`config.mk`:
```
export PLATFORM = sky130hd
export DESIGN_NAME = icache_ctrl_fsm
export DESIGN_NICKNAME = d
export VERILOG_FILES = /design/src/hdl/icache_pkg.sv /design/src/hdl/icache_ctrl_fsm.sv
export SDC_FILE = /design/constraint.sdc
export NUM_CORES = 1
export LEC_CHECK = 0
export ABC_AREA = 1
export BUFFER_PORTS_ARGS = -buffer_cell sky130_fd_sc_hd__clkbuf_2
export CAP_MARGIN = 20
export CORE_AREA = 5 5 423 425
export CTS_CLUSTER_DIAMETER = 150
export DETAILED_ROUTE_END_ITERATION = 8
export DIE_AREA = 0 0 428 430
export GPL_ROUTABILITY_DRIVEN = 0
export GPL_TIMING_DRIVEN = 0
export SETUP_SLACK_MARGIN = 0.2
export SYNTH_ARGS = -nofsm -noshare
export SYNTH_HDL_FRONTEND = slang
export SYNTH_SLANG_ARGS = --single-unit
export TNS_END_PERCENT = 1
```
`constraint.sdc`:
```
create_clock -name clk -period 2.1 [get_ports clk]
set_input_delay 0 -clock clk [delete_from_list [all_inputs] [get_ports clk]]
set_output_delay 0 -clock clk [all_outputs]
set_load 0.03 [all_outputs]
```
`src/hdl/icache_pkg.sv`:
```
// Instruction cache shared definitions: geometry, address fields, FSM states, array write ports
package icache_pkg;

   ////////////////////////////////////////////////////////////////////////////
   // Geometry
   ////////////////////////////////////////////////////////////////////////////

   localparam int ADDR_W    = 32;
   localparam int LINE_W    = 128;                        // One fetch beat is one line
   localparam int NB_WAYS   = 4;
   localparam int NB_SETS   = 16;
   localparam int OFFSET_W  = 4;                          // 16 bytes per line
   localparam int SET_W     = 4;                          // Address bits 7:4
   localparam int TAG_W     = ADDR_W - SET_W - OFFSET_W;  // Address bits 31:8

   // Replacement LFSR, x^8 + x^6 + x^5 + x^4 + 1 in Galois form
   localparam logic [7:0] LFSR_SEED = 8'hA5;
   localparam logic [7:0] LFSR_TAPS = 8'hB8;

   ////////////////////////////////////////////////////////////////////////////
   // Types
   ////////////////////////////////////////////////////////////////////////////

   typedef logic [LINE_W-1:0]           line_t;
   typedef logic [SET_W-1:0]            set_idx_t;
   typedef logic [TAG_W-1:0]            tag_t;
   typedef logic [NB_WAYS-1:0]          way_oh_t;
   typedef logic [$clog2(NB_WAYS)-1:0]  way_idx_t;

   // Fetch address split into its cache fields
   typedef struct packed {
      tag_t                tag;
      set_idx_t            set_idx;
      logic [OFFSET_W-1:0] offset;
   } addr_t;

   typedef struct packed {
      logic valid;
      tag_t tag;
   } tag_entry_t;

   typedef enum logic [3:0] {
      DISABLED,
      BYPASS_REFILL,
      FLUSH_ALL,
      FLUSH_SET,
      IDLE,
      TAG_LOOKUP,
      WAIT_REFILL_GNT,
      WAIT_REFILL_DONE
   } ctrl_state_e;

   // Tag write, zero way mask means no write
   typedef struct packed {
      way_oh_t    ways;
      set_idx_t   set_idx;
      tag_entry_t entry;
   } tag_wr_t;

   typedef struct packed {
      way_oh_t  way;
      set_idx_t set_idx;
      line_t    line;
   } data_wr_t;

endpackage

```
`src/hdl/icache_ctrl_fsm.sv`:
```
// Instruction cache controller: bypass, full and set flush, pipelined lookup, miss refill
`timescale 1ns/1ps

module icache_ctrl_fsm
(
   input  logic                                        clk,
   input  logic                                        rst_n,
   input  logic                                        bypass_i,
   input  logic                                        flush_i,
   input  logic                                        flush_set_req_i,
   input  icache_pkg::addr_t                           flush_set_addr_i,
   // Fetch port from the processor
   input  logic                                        fetch_req_i,
   input  icache_pkg::addr_t                           fetch_addr_i,
   output logic                                        fetch_gnt_o,
   output logic                                        fetch_rvalid_o,
   output icache_pkg::line_t                           fetch_rdata_o,
   // Refill port to L2
   output logic                                        refill_req_o,
   output icache_pkg::addr_t                           refill_addr_o,
   input  logic                                        refill_gnt_i,
   input  logic                                        refill_rvalid_i,
   input  icache_pkg::line_t                           refill_rdata_i,
   output logic                                        cache_is_bypassed_o,
   output logic                                        cache_is_flushed_o,
   output logic                                        flush_set_ack_o,
   // Arrays, tag check and LFSR
   output logic                                        rd_en_o,
   output icache_pkg::set_idx_t                        rd_set_o,
   output icache_pkg::tag_t                            lookup_tag_o,
   input  icache_pkg::line_t [icache_pkg::NB_WAYS-1:0] rd_line_i,
   input  logic                                        hit_i,
   input  icache_pkg::way_idx_t                        hit_way_i,
   input  icache_pkg::way_oh_t                         victim_way_i,
   input  logic                                        all_valid_i,
   output logic                                        lfsr_step_o,
   output icache_pkg::tag_wr_t                         tag_wr_o,
   output icache_pkg::data_wr_t                        data_wr_o
);

   icache_pkg::ctrl_state_e state_q, state_d;
   icache_pkg::addr_t       fetch_addr_q;        // Address in lookup or refill
   icache_pkg::way_oh_t     victim_q;
   icache_pkg::set_idx_t    flush_cnt_q;
   logic                    bypass_pend_q;       // Bypass refill still waiting for rvalid
   logic                    save_victim;
   logic                    take_flush_set;

   assign rd_set_o      = fetch_addr_i.set_idx;
   assign lookup_tag_o  = fetch_addr_q.tag;
   assign refill_addr_o = '{tag: fetch_addr_q.tag, set_idx: fetch_addr_q.set_idx, offset: '0};

   ////////////////////////////////////////////////////////////////////////////
   // Next state and outputs
   ////////////////////////////////////////////////////////////////////////////

   always_comb
   begin
      state_d             = state_q;
      fetch_gnt_o         = 1'b0;
      fetch_rvalid_o      = 1'b0;
      fetch_rdata_o       = refill_rdata_i;
      refill_req_o        = 1'b0;
      cache_is_bypassed_o = 1'b0;
      cache_is_flushed_o  = 1'b0;
      flush_set_ack_o     = 1'b0;
      rd_en_o             = 1'b0;
      lfsr_step_o         = 1'b0;
      save_victim         = 1'b0;
      take_flush_set      = 1'b0;
      tag_wr_o  = '{ways: '0, set_idx: fetch_addr_q.set_idx, entry: '{1'b1, fetch_addr_q.tag}};
      data_wr_o = '{way: '0, set_idx: fetch_addr_q.set_idx, line: refill_rdata_i};

      case (state_q)
         icache_pkg::DISABLED:
         begin
            cache_is_bypassed_o = 1'b1;
            cache_is_flushed_o  = 1'b1;
            fetch_rvalid_o      = refill_rvalid_i;          // Single beat, straight through
            if (bypass_i)
            begin
               fetch_gnt_o = fetch_req_i && (!bypass_pend_q || refill_rvalid_i);
               if (fetch_gnt_o)
                  state_d = icache_pkg::BYPASS_REFILL;
            end
            else if (!bypass_pend_q)
               state_d = icache_pkg::FLUSH_ALL;            // Enable only once L2 is quiet
         end

         icache_pkg::BYPASS_REFILL:
         begin
            cache_is_bypassed_o = 1'b1;
            cache_is_flushed_o  = 1'b1;
            refill_req_o        = 1'b1;
            if (refill_gnt_i)
               state_d = icache_pkg::DISABLED;
         end

         icache_pkg::FLUSH_ALL:
         begin
            tag_wr_o.ways    = '1;
            tag_wr_o.set_idx = flush_cnt_q;
            tag_wr_o.entry   = '0;
            if (flush_cnt_q == icache_pkg::set_idx_t'(icache_pkg::NB_SETS - 1))
            begin
               cache_is_flushed_o = 1'b1;
               state_d            = icache_pkg::IDLE;
            end
         end

         icache_pkg::FLUSH_SET:
         begin
            // Set index was captured into fetch_addr_q in IDLE
            flush_set_ack_o = 1'b1;
            tag_wr_o.ways   = '1;
            tag_wr_o.entry  = '0;
            state_d         = icache_pkg::IDLE;
         end

         icache_pkg::IDLE:
         begin
            if (bypass_i)
               state_d = icache_pkg::DISABLED;
            else if (flush_i)
               state_d = icache_pkg::FLUSH_ALL;
            else if (flush_set_req_i)
            begin
               take_flush_set = 1'b1;
               state_d        = icache_pkg::FLUSH_SET;
            end
            else if (fetch_req_i)
            begin
               fetch_gnt_o = 1'b1;
               rd_en_o     = 1'b1;
               state_d     = icache_pkg::TAG_LOOKUP;
            end
         end

         icache_pkg::TAG_LOOKUP:
         begin
            if (hit_i)
            begin
               fetch_rvalid_o = 1'b1;
               fetch_rdata_o  = rd_line_i[hit_way_i];
               // Keep hits streaming unless a mode change waits in IDLE
               fetch_gnt_o    = fetch_req_i && !(bypass_i || flush_i || flush_set_req_i);
               rd_en_o        = fetch_gnt_o;
               if (!fetch_gnt_o)
                  state_d = icache_pkg::IDLE;
            end
            else
            begin
               refill_req_o = 1'b1;
               save_victim  = 1'b1;
               lfsr_step_o  = all_valid_i;                  // Random eviction only
               state_d      = refill_gnt_i ? icache_pkg::WAIT_REFILL_DONE
                                           : icache_pkg::WAIT_REFILL_GNT;
            end
         end

         icache_pkg::WAIT_REFILL_GNT:
         begin
            refill_req_o = 1'b1;
            if (refill_gnt_i)
               state_d = icache_pkg::WAIT_REFILL_DONE;
         end

         icache_pkg::WAIT_REFILL_DONE:
         begin
            fetch_rvalid_o = refill_rvalid_i;
            tag_wr_o.ways  = victim_q & {icache_pkg::NB_WAYS{refill_rvalid_i}};
            data_wr_o.way  = victim_q & {icache_pkg::NB_WAYS{refill_rvalid_i}};
            if (refill_rvalid_i)
               state_d = icache_pkg::IDLE;
         end

         default:
            state_d = icache_pkg::DISABLED;
      endcase
   end

   ////////////////////////////////////////////////////////////////////////////
   // Registers
   ////////////////////////////////////////////////////////////////////////////

   always_ff @(posedge clk or negedge rst_n)
   begin
      if (!rst_n)
      begin
         state_q       <= icache_pkg::DISABLED;
         fetch_addr_q  <= '0;
         victim_q      <= '0;
         flush_cnt_q   <= '0;
         bypass_pend_q <= 1'b0;
      end
      else
      begin
         state_q <= state_d;
         if (fetch_gnt_o)
            fetch_addr_q <= fetch_addr_i;
         else if (take_flush_set)
            fetch_addr_q <= flush_set_addr_i;
         if (save_victim)
            victim_q <= victim_way_i;
         if (state_q == icache_pkg::FLUSH_ALL)
            flush_cnt_q <= flush_cnt_q + 1'b1;   // Wraps back to zero on the last set
         if (fetch_gnt_o && (state_q == icache_pkg::DISABLED))
            bypass_pend_q <= 1'b1;
         else if (refill_rvalid_i)
            bypass_pend_q <= 1'b0;
      end
   end

   // L2 request and address held until granted
   refill_hold: assert property (@(posedge clk) disable iff (!rst_n)
      refill_req_o && !refill_gnt_i |=> refill_req_o && $stable(refill_addr_o))
      else $error("refill request dropped or changed before grant");

endmodule

```
==> results.rst, run 1 <==
.. list-table::
   :header-rows: 1

   * - Metric
     - Value
   * - Result of the run
     - finished with violations
   * - Violated checks
     - setup timing
   * - Effective utilization at floorplan
     - 5.36%
   * - Area of the mapped netlist
     - between 0.009 and 0.01 sq mm
   * - Antenna-violating nets left
     - 0
   * - PD cells
     - 659 mW/mm^2
   * - Warnings, synthesis
     - 0
   * - Clock-pin slew reported for the worst setup and hold paths after clock tree synthesis
     - 0.08 ns
   * - Area of the placeable core
     - 0.175 sq mm
   * - Static Leakage
     - roughly 10 nW
   * - Sequential fraction of design power
     - between 10% and 20%
   * - Synthesized instance count
     - 1,725
   * - Reported max-cap violation count
     - 0
   * - Post-Synth Adder-Cell Area
     - 0.133%
   * - Number of vias per cell
     - ~3.4
   * - Signal arrival time at the worst endpoint
     - 2.32 ns
   * - Final core utilization
     - 11.7%
   * - CP max FO
     - 7
   * - Worst-skew pair later-pin latency
     - 0.31 ns
   * - Tightest slew margin relative to the limit
     - 42.6%
   * - Cell-internal power
     - 5.43 mW
   * - Clock buffer count from CTS
     - 5
   * - Minimum clock period after layout
     - ~2.3 ns
   * - Portion of total power attributed to the clock network
     - 7.3%
   * - Post-synthesis sequential element count
     - 40
   * - Global-route wire length before repair
     - 187,000 um
   * - Die width
     - 428 um
   * - Critical Path Sink Type
     - output pin
   * - Peak clock frequency supported by timing
     - 430 MHz
   * - Max clock buf depth
     - 2
   * - Via count of the first global-routing pass
     - 16,200
   * - Pin slew with the least headroom to its limit
     - around 0.86 ns
   * - Final setup vio count
     - 45
   * - Remaining routing DRC violations
     - 0
   * - Mux share of post-synthesis cell area
     - less than 1%
   * - Pin count of the biggest net entering global routing
     - 24
   * - Fin. max-slew vios
     - 0
   * - I/O Pins
     - 1,085
   * - Count of port buffers added during placement
     - 1,071
   * - Part of the total power dissipated in combinational logic
     - about four fifths
   * - Crit path launch type
     - flop
   * - Clock root buffer
     - clkbuf_16
   * - Simple-gate area share of the yosys netlist
     - 27.6%
   * - Crit share post-route
     - 111%
   * - CTS tree
     - done
   * - Share of cells above drive strength 1
     - 48.7%
   * - Xor/xnor share of the synthesized area
     - 0.280%
   * - Fraction of the yosys area taken by sequential cells
     - 10.7%
   * - Category of the critical setup timing path
     - flop to output pin
   * - Average detailed-routed wire length per instance
     - 29.4 um
   * - Net load switching power
     - 8.03 mW
   * - DP Area
     - about 0.018 sq mm
   * - Path class of the lowest-slack min-delay path
     - input port to flop
   * - Fin area
     - 0.0204 sq mm
   * - Dominant combinational cell family by area after synthesis
     - compound AO/OA/AOI/OAI gates
   * - Final-report hold violation count
     - 0
   * - Final worst clock skew
     - 0.00643 ns
   * - Complex-gate fraction of the synthesized area
     - 31.8%
   * - Worst setup margin
     - -0.223 ns
   * - Count of distinct cell types in the synthesized netlist
     - 29
   * - Switching Share
     - 59.7%
   * - Detailed Route WL
     - 155,000 um
   * - Combined global-route utilization of all metal layers
     - 15.8%
   * - Die outline height
     - ~430 um
   * - Maximum resistive drop on vdd
     - 0.000878 V
   * - Number of antenna violations at the first check in global routing
     - 182
   * - Worst slack on hold paths
     - 0.0120 ns
   * - Die area
     - 0.184 sq mm
   * - Required time reported for the critical path endpoint
     - 2.10 ns
   * - Number of sinks driven by the clock tree
     - 40
   * - Area Overhead vs Synth
     - 118%
   * - H-tree depth
     - 2
   * - DR vias
     - 17,900
   * - Final HPWL DP
     - 142,000 um
   * - Placed cells
     - 5,142
   * - Mean Syn Cell Area
     - between 5 and 6 sq um
   * - Starting DRT DRC Count
     - approximately 1,900
   * - Overflow after GRT
     - 0
   * - Count of standard-cell rows
     - 154
   * - Sum of negative setup slack
     - -2.92 ns
   * - Initial DRT Pass Iterations
     - 7
   * - Non-filler instance count after layout
     - around 5,300
   * - Final layout net count
     - 3,596
   * - RSZ-0062 raised after global routing
     - true
routing by layer:
layer	vias to the layer above	GRT usage, %	part of all wire [%]	wire [um]
met5	-	0	0.60	938
met4	142	6.86	5.2	8090
met3	430	8.67	13	20200
met2	1360	27.7	49	76200
met1	8111	15.4	32	49700
li1	7859	-	-	-
kinds of logic after synthesis:
kind of cell / Yosys count
AO/OA/AOI/OAI: 530
XOR/XNOR: 3
adder cells (fa/ha/maj): 1
buffers and inverters: 502
flip-flops: 40
multiplexers: 3
other: 1
AND/OR/NAND/NOR: 645
cells in the final DEF (no fill, tap or decap), types with 2 or more instances in the layout:
cell           Yosys  routed
a21oi_1            3       3
clkbuf_16          0       7
buf_2             52      38
buf_16             0       6
nand2_2            1       2
diode_2            0      54
inv_1            197     195
o21ai_2            1      13
nor2_4             2       3
buf_8              1      88
dfrtp_1           40      40
buf_12             0      25
xor2_1             3       3
clkbuf_1          59      41
nor2_2             2       4
nor2_1           426     423
buf_6             17      44
o21ai_0          301     250
clkbuf_8           0      12
o211ai_1         129     129
nand2_1          140     139
mux2_2             3       3
nand4_1           36      36
clkbuf_4           0       9
inv_2              3       4
buf_4            170     191
conb_1             1       4
dlygate4sd3_1      0      41
o21ai_1           94     132
nand3_1           37      37
clkbuf_2           0     944
through the flow:
step / power, mW / setup slack, ns
after floorplan: 7.08 / 0.385
after global placement: 11.6 / -1.25
after detailed placement: 11.6 / -1.27
after CTS: 13.5 / -0.275
after global routing: 14.3 / -0.231
final: 13.5 / -0.223
layout make-up:
| type | instances | area (sq um) |
|---|---|---|
| Fill cell | 20700 | 155000 |
| Timing Repair Buffer | 1140 | 7280 |
| Multi-Input combinational cell | 1186 | 5740 |
| Tap cell | 2340 | 2930 |
| Buffer | 301 | 2400 |
| Sequential cell | 40 | 1000 |
| Inverter | 201 | 762 |
| Antenna cell | 54 | 135 |
| Clock buffer | 5 | 125 |
| Clock inverter | 3 | 46.3 |
path summary, 6_finish.rpt:
kind                            slack (ns)                start  cells past startpoint                 to
worst min-delay path                  0.01  flush_set_addr_i[4]                      5     data_wr_o[128]
max in group asynchronous             1.22                rst_n                      3        victim_q[3]
worst max register to register        0.13           state_q[0]                     13    lookup_tag_o[6]
worst min register to register        0.51        bypass_pend_q                      2      bypass_pend_q
min in group asynchronous             0.31                rst_n                      2   lookup_tag_o[15]
worst max-delay path                 -0.22           state_q[1]                     11  fetch_rdata_o[96]
critical path, cell delays in order, from the launching register on:
cell and delay (ns):
dfrtp_1 0.38, buf_6 0.12, clkinv_4 0.04, nand3_4 0.07
nor2_4 0.11, buf_12 0.17, buf_16 0.17, buf_8 0.12
o211ai_1 0.35, o21ai_1 0.21, inv_1 0.09, buf_8 0.14
power by group through the flow:
| stage | combinational, mW | clock (mW) | sequential [mW] |
|---|---|---|---|
| 6_report | 10.7 | 0.989 | 1.73 |
| 5_1_grt | 11.4 | 1.06 | 1.81 |
| 4_1_cts | 10.7 | 1.05 | 1.75 |
| 3_5_place_dp | 9.86 | 0 | 1.76 |
| 3_3_place_gp | 9.80 | 0 | 1.77 |
| 2_1_floorplan | 5.05 | 0 | 2.02 |
sequential cells by signal (all words and copies together) (netlist names):
| name | flops |
|---|---|
| bypass_pend_q | 1 |
| data_wr_o | 4 |
| flush_cnt_q | 4 |
| lookup_tag_o | 24 |
| state_q | 3 |
| victim_q | 4 |
synthesized netlist by cell type:
cell type  instances  share of area, %
clkbuf_1          59               2.4
o21ai_2            1             0.093
buf_8              1              0.16
o22ai_1            1             0.067
o21a_1             1             0.080
buf_1              2             0.080
nand3_1           37               2.0
mux2_2             3              0.36
o21ai_0          301                16
buf_2             52               2.8
dfrtp_1           40                11
nand2_1          140               5.6
o211ai_1         129                10
ha_1               1              0.13
nor2_2             2              0.13
xor2_1             3              0.28
buf_4            170                14
nand2_2            1             0.067
o21ai_1           94               5.0
inv_1            197               7.9
nor2_1           426                17
nor2_4             2              0.24
a21oi_1            3              0.16
nand4_1           36               2.4
buf_6             17               2.0
inv_4              1             0.067
inv_2              3              0.12
conb_1             1             0.040
nand3_4            1              0.19
what timing repair did:
| action | 4_1_cts | 5_1_grt |
|---|---|---|
| endpoints found under the hold margin | 54 | 0 |
| pin swaps | 16 | 6 |
| buffers inserted | 16 | 6 |
| gates resized for setup | 365 | 213 |
| endpoints found under the setup margin | 204 | 167 |
| hold buffers | 41 | 0 |
| gates cloned | 3 | 0 |
(Power assumes the default switching activity.)
==> run 2, diff against run 1 <==
--- a/config.mk
+++ b/config.mk
@@ -9,12 +9,15 @@
 export BUFFER_PORTS_ARGS = -buffer_cell sky130_fd_sc_hd__clkbuf_2
 export CAP_MARGIN = 20
 export CORE_AREA = 5 5 423 425
+export CTS_BUF_LIST = sky130_fd_sc_hd__clkbuf_8
 export CTS_CLUSTER_DIAMETER = 150
 export DETAILED_ROUTE_END_ITERATION = 8
 export DIE_AREA = 0 0 428 430
 export GPL_ROUTABILITY_DRIVEN = 0
 export GPL_TIMING_DRIVEN = 0
 export SETUP_SLACK_MARGIN = 0.2
+export SKIP_CTS_REPAIR_TIMING = 1
+export SLEW_MARGIN = 10
 export SYNTH_ARGS = -nofsm -noshare
 export SYNTH_HDL_FRONTEND = slang
 export SYNTH_SLANG_ARGS = --single-unit
==> results.rst, run 2 (synthesis gave the netlist of run 1 again) <==
.. list-table::
   :header-rows: 1

   * - Metric
     - Value
   * - Number of cells on the worst reg-to-reg path
     - 10
   * - Fin. max-slew vios
     - 0
   * - Final setup vio count
     - 127
   * - Tightest slew margin relative to the limit
     - 41.7%
   * - Crit share post-route
     - 116%
   * - Slowest CP cell
     - dfrtp_1
   * - Final HPWL DP
     - 142,000 um
   * - Reported max-cap violation count
     - 0
   * - Remaining routing DRC violations
     - 0
   * - Path class of the lowest-slack min-delay path
     - input port to flop
   * - Cell repeated most along the worst path
     - buf_6
   * - Total chip power
     - approximately 13 mW
   * - CTS tree
     - done
   * - Maximum resistive drop on vdd
     - about 0.00095 V
   * - Clock-pin slew reported for the worst setup and hold paths after clock tree synthesis
     - 0.11 ns
   * - Minimum clock period after layout
     - about 2.4 ns
   * - Die width
     - 428 um
   * - Final worst clock skew
     - 0.0161 ns
   * - Chain of cells forming the critical path
     - buf_6, inv_6, nand3_4, nor2_4, buf_12, buf_16, buf_8, o211ai_1, o21ai_1, inv_1, buf_6
   * - Number of antenna violations at the first check in global routing
     - about 180
   * - H-tree depth
     - 2
   * - Crit path launch type
     - flop
   * - Worst-skew pair later-pin latency
     - 0.34 ns
   * - Result of the run
     - finished with violations
   * - Count of standard-cell rows
     - 154
   * - Critical Path Sink Type
     - output pin
   * - Effective utilization at floorplan
     - 5.36%
   * - Number of sinks driven by the clock tree
     - 40
   * - Detailed Route WL
     - 155,000 um
   * - Global-route wire length before repair
     - between 150,000 and 200,000 um
   * - I/O Pins
     - between 1,000 and 1,500
   * - Worst setup margin
     - -0.331 ns
   * - Required time reported for the critical path endpoint
     - 2.10 ns
   * - Most common cell after layout, fill and taps aside
     - clkbuf_2
   * - CP max FO
     - 7
   * - Max reg flops
     - 24
   * - Combined global-route utilization of all metal layers
     - 15.6%
   * - Starting DRT DRC Count
     - 1,724
   * - Clock buffer count from CTS
     - 5
   * - Via count of the first global-routing pass
     - 15,500
   * - Filler cells
     - 20,800
   * - Signal arrival time at the worst endpoint
     - 2.43 ns
   * - Max clock buf depth
     - 2
   * - Violated checks
     - hold timing, setup timing
   * - Initial DRT Pass Iterations
     - 7
   * - Share of cells above drive strength 1
     - 48.5%
   * - Average detailed-routed wire length per instance
     - slightly below 30 um
   * - Fin area
     - 0.0194 sq mm
   * - DR vias
     - ~18,000
   * - Slowest cell delay on critical path
     - 0.39 ns
   * - Static Leakage
     - roughly 10 nW
   * - Category of the critical setup timing path
     - flop to output pin
   * - Final core utilization
     - 11.1%
   * - Die area
     - between 0.15 and 0.2 sq mm
   * - Number of vias per cell
     - 3.36
   * - Antenna-violating nets left
     - 0
   * - Area of the placeable core
     - between 0.15 and 0.2 sq mm
   * - Final-report hold violation count
     - 10
   * - Count of port buffers added during placement
     - 1,071
   * - Final layout net count
     - about 3,600
   * - Die outline height
     - 430 um
   * - Worst slack on hold paths
     - -0.0402 ns
   * - PD cells
     - 661 mW/mm^2
   * - Peak clock frequency supported by timing
     - ~410 MHz
   * - Pin slew with the least headroom to its limit
     - 0.875 ns
   * - Clock root buffer
     - clkbuf_8
   * - Commonest non-fill, non-tap cells in the layout
     - clkbuf_2 (944), nor2_1 (417), o21ai_0 (273)
   * - Pin count of the biggest net entering global routing
     - 24
   * - RSZ-0062 raised after global routing
     - true
   * - Depth of the worst hold-timing path
     - 5
   * - DP Area
     - 0.0177 sq mm
   * - Overflow after GRT
     - 0
   * - Area Overhead vs Synth
     - 107%
run 2: worst paths after layout:
check / slack [ns] / startpoint / endpoint
max in group asynchronous: 1.23 / rst_n / victim_q[3]
max: -0.33 / state_q[1] / fetch_rdata_o[93]
min reg2reg: 0.52 / flush_cnt_q[3] / flush_cnt_q[3]
min: -0.04 / fetch_addr_i[9] / lookup_tag_o[1]
min in group asynchronous: 0.28 / rst_n / lookup_tag_o[12]
max reg2reg: 0.07 / state_q[1] / lookup_tag_o[6]
run 2: cell type report:
cell class | instances | area (sq um) | area share [%]
Clock inverter | 3 | 46.3 | 0.238
Multi-Input combinational cell | 1186 | 5770 | 29.7
Clock buffer | 5 | 68.8 | 0.354
Inverter | 201 | 762 | 3.92
Sequential cell | 40 | 1000 | 5.15
Tap cell | 2340 | 2930 | 15.1
Timing Repair Buffer | 1131 | 6360 | 32.8
Antenna cell | 57 | 143 | 0.734
Buffer | 301 | 2340 | 12.0
run 2: worst max-delay path, delay by kind of cell, from the launching register on:
| family | cells | cell delay [ns] |
|---|---|---|
| flops | 1 | 0.39 |
| buf+inv | 7 | 0.89 |
| compound gates | 2 | 0.54 |
| simple gates | 2 | 0.24 |
run 2: stage by stage:
step	std cells	hold WS (ns)	setup slack, ns	TNS (ns)
4_1_cts	5150	-0.362	-1.68	-154.62
5_1_grt	5235	0.00390	-0.367	-30.40
6_report	5264	-0.0402	-0.331	-15.15
3_5_place_dp	5142	0.0407	-1.26	-90.42
3_3_place_gp	5139	0.221	-1.25	-97.70
2_1_floorplan	1728	-0.296	0.385	0
run 2: power breakdown:
group / internal, mW / switching (mW) / leakage (nW) / total [mW]
combinational: 3.38 / 6.99 / 9.21 / 10.4
sequential: 1.16 / 0.557 / 0.475 / 1.71
clock: 0.360 / 0.389 / 0.0551 / 0.749
total: 4.90 / 7.94 / 9.74 / 12.8
run 2: per-layer routing:
metal  vias up  routed length [um]  share of wire (%)  global-route usage, %
met5         -                1050               0.68                  0.572
met4       122                7150                4.6                   5.53
met3       392               19700                 13                   8.58
met2      1318               76800                 50                   27.7
met1      8047               49800                 32                   15.3
li1       7832                   -                  -                      -
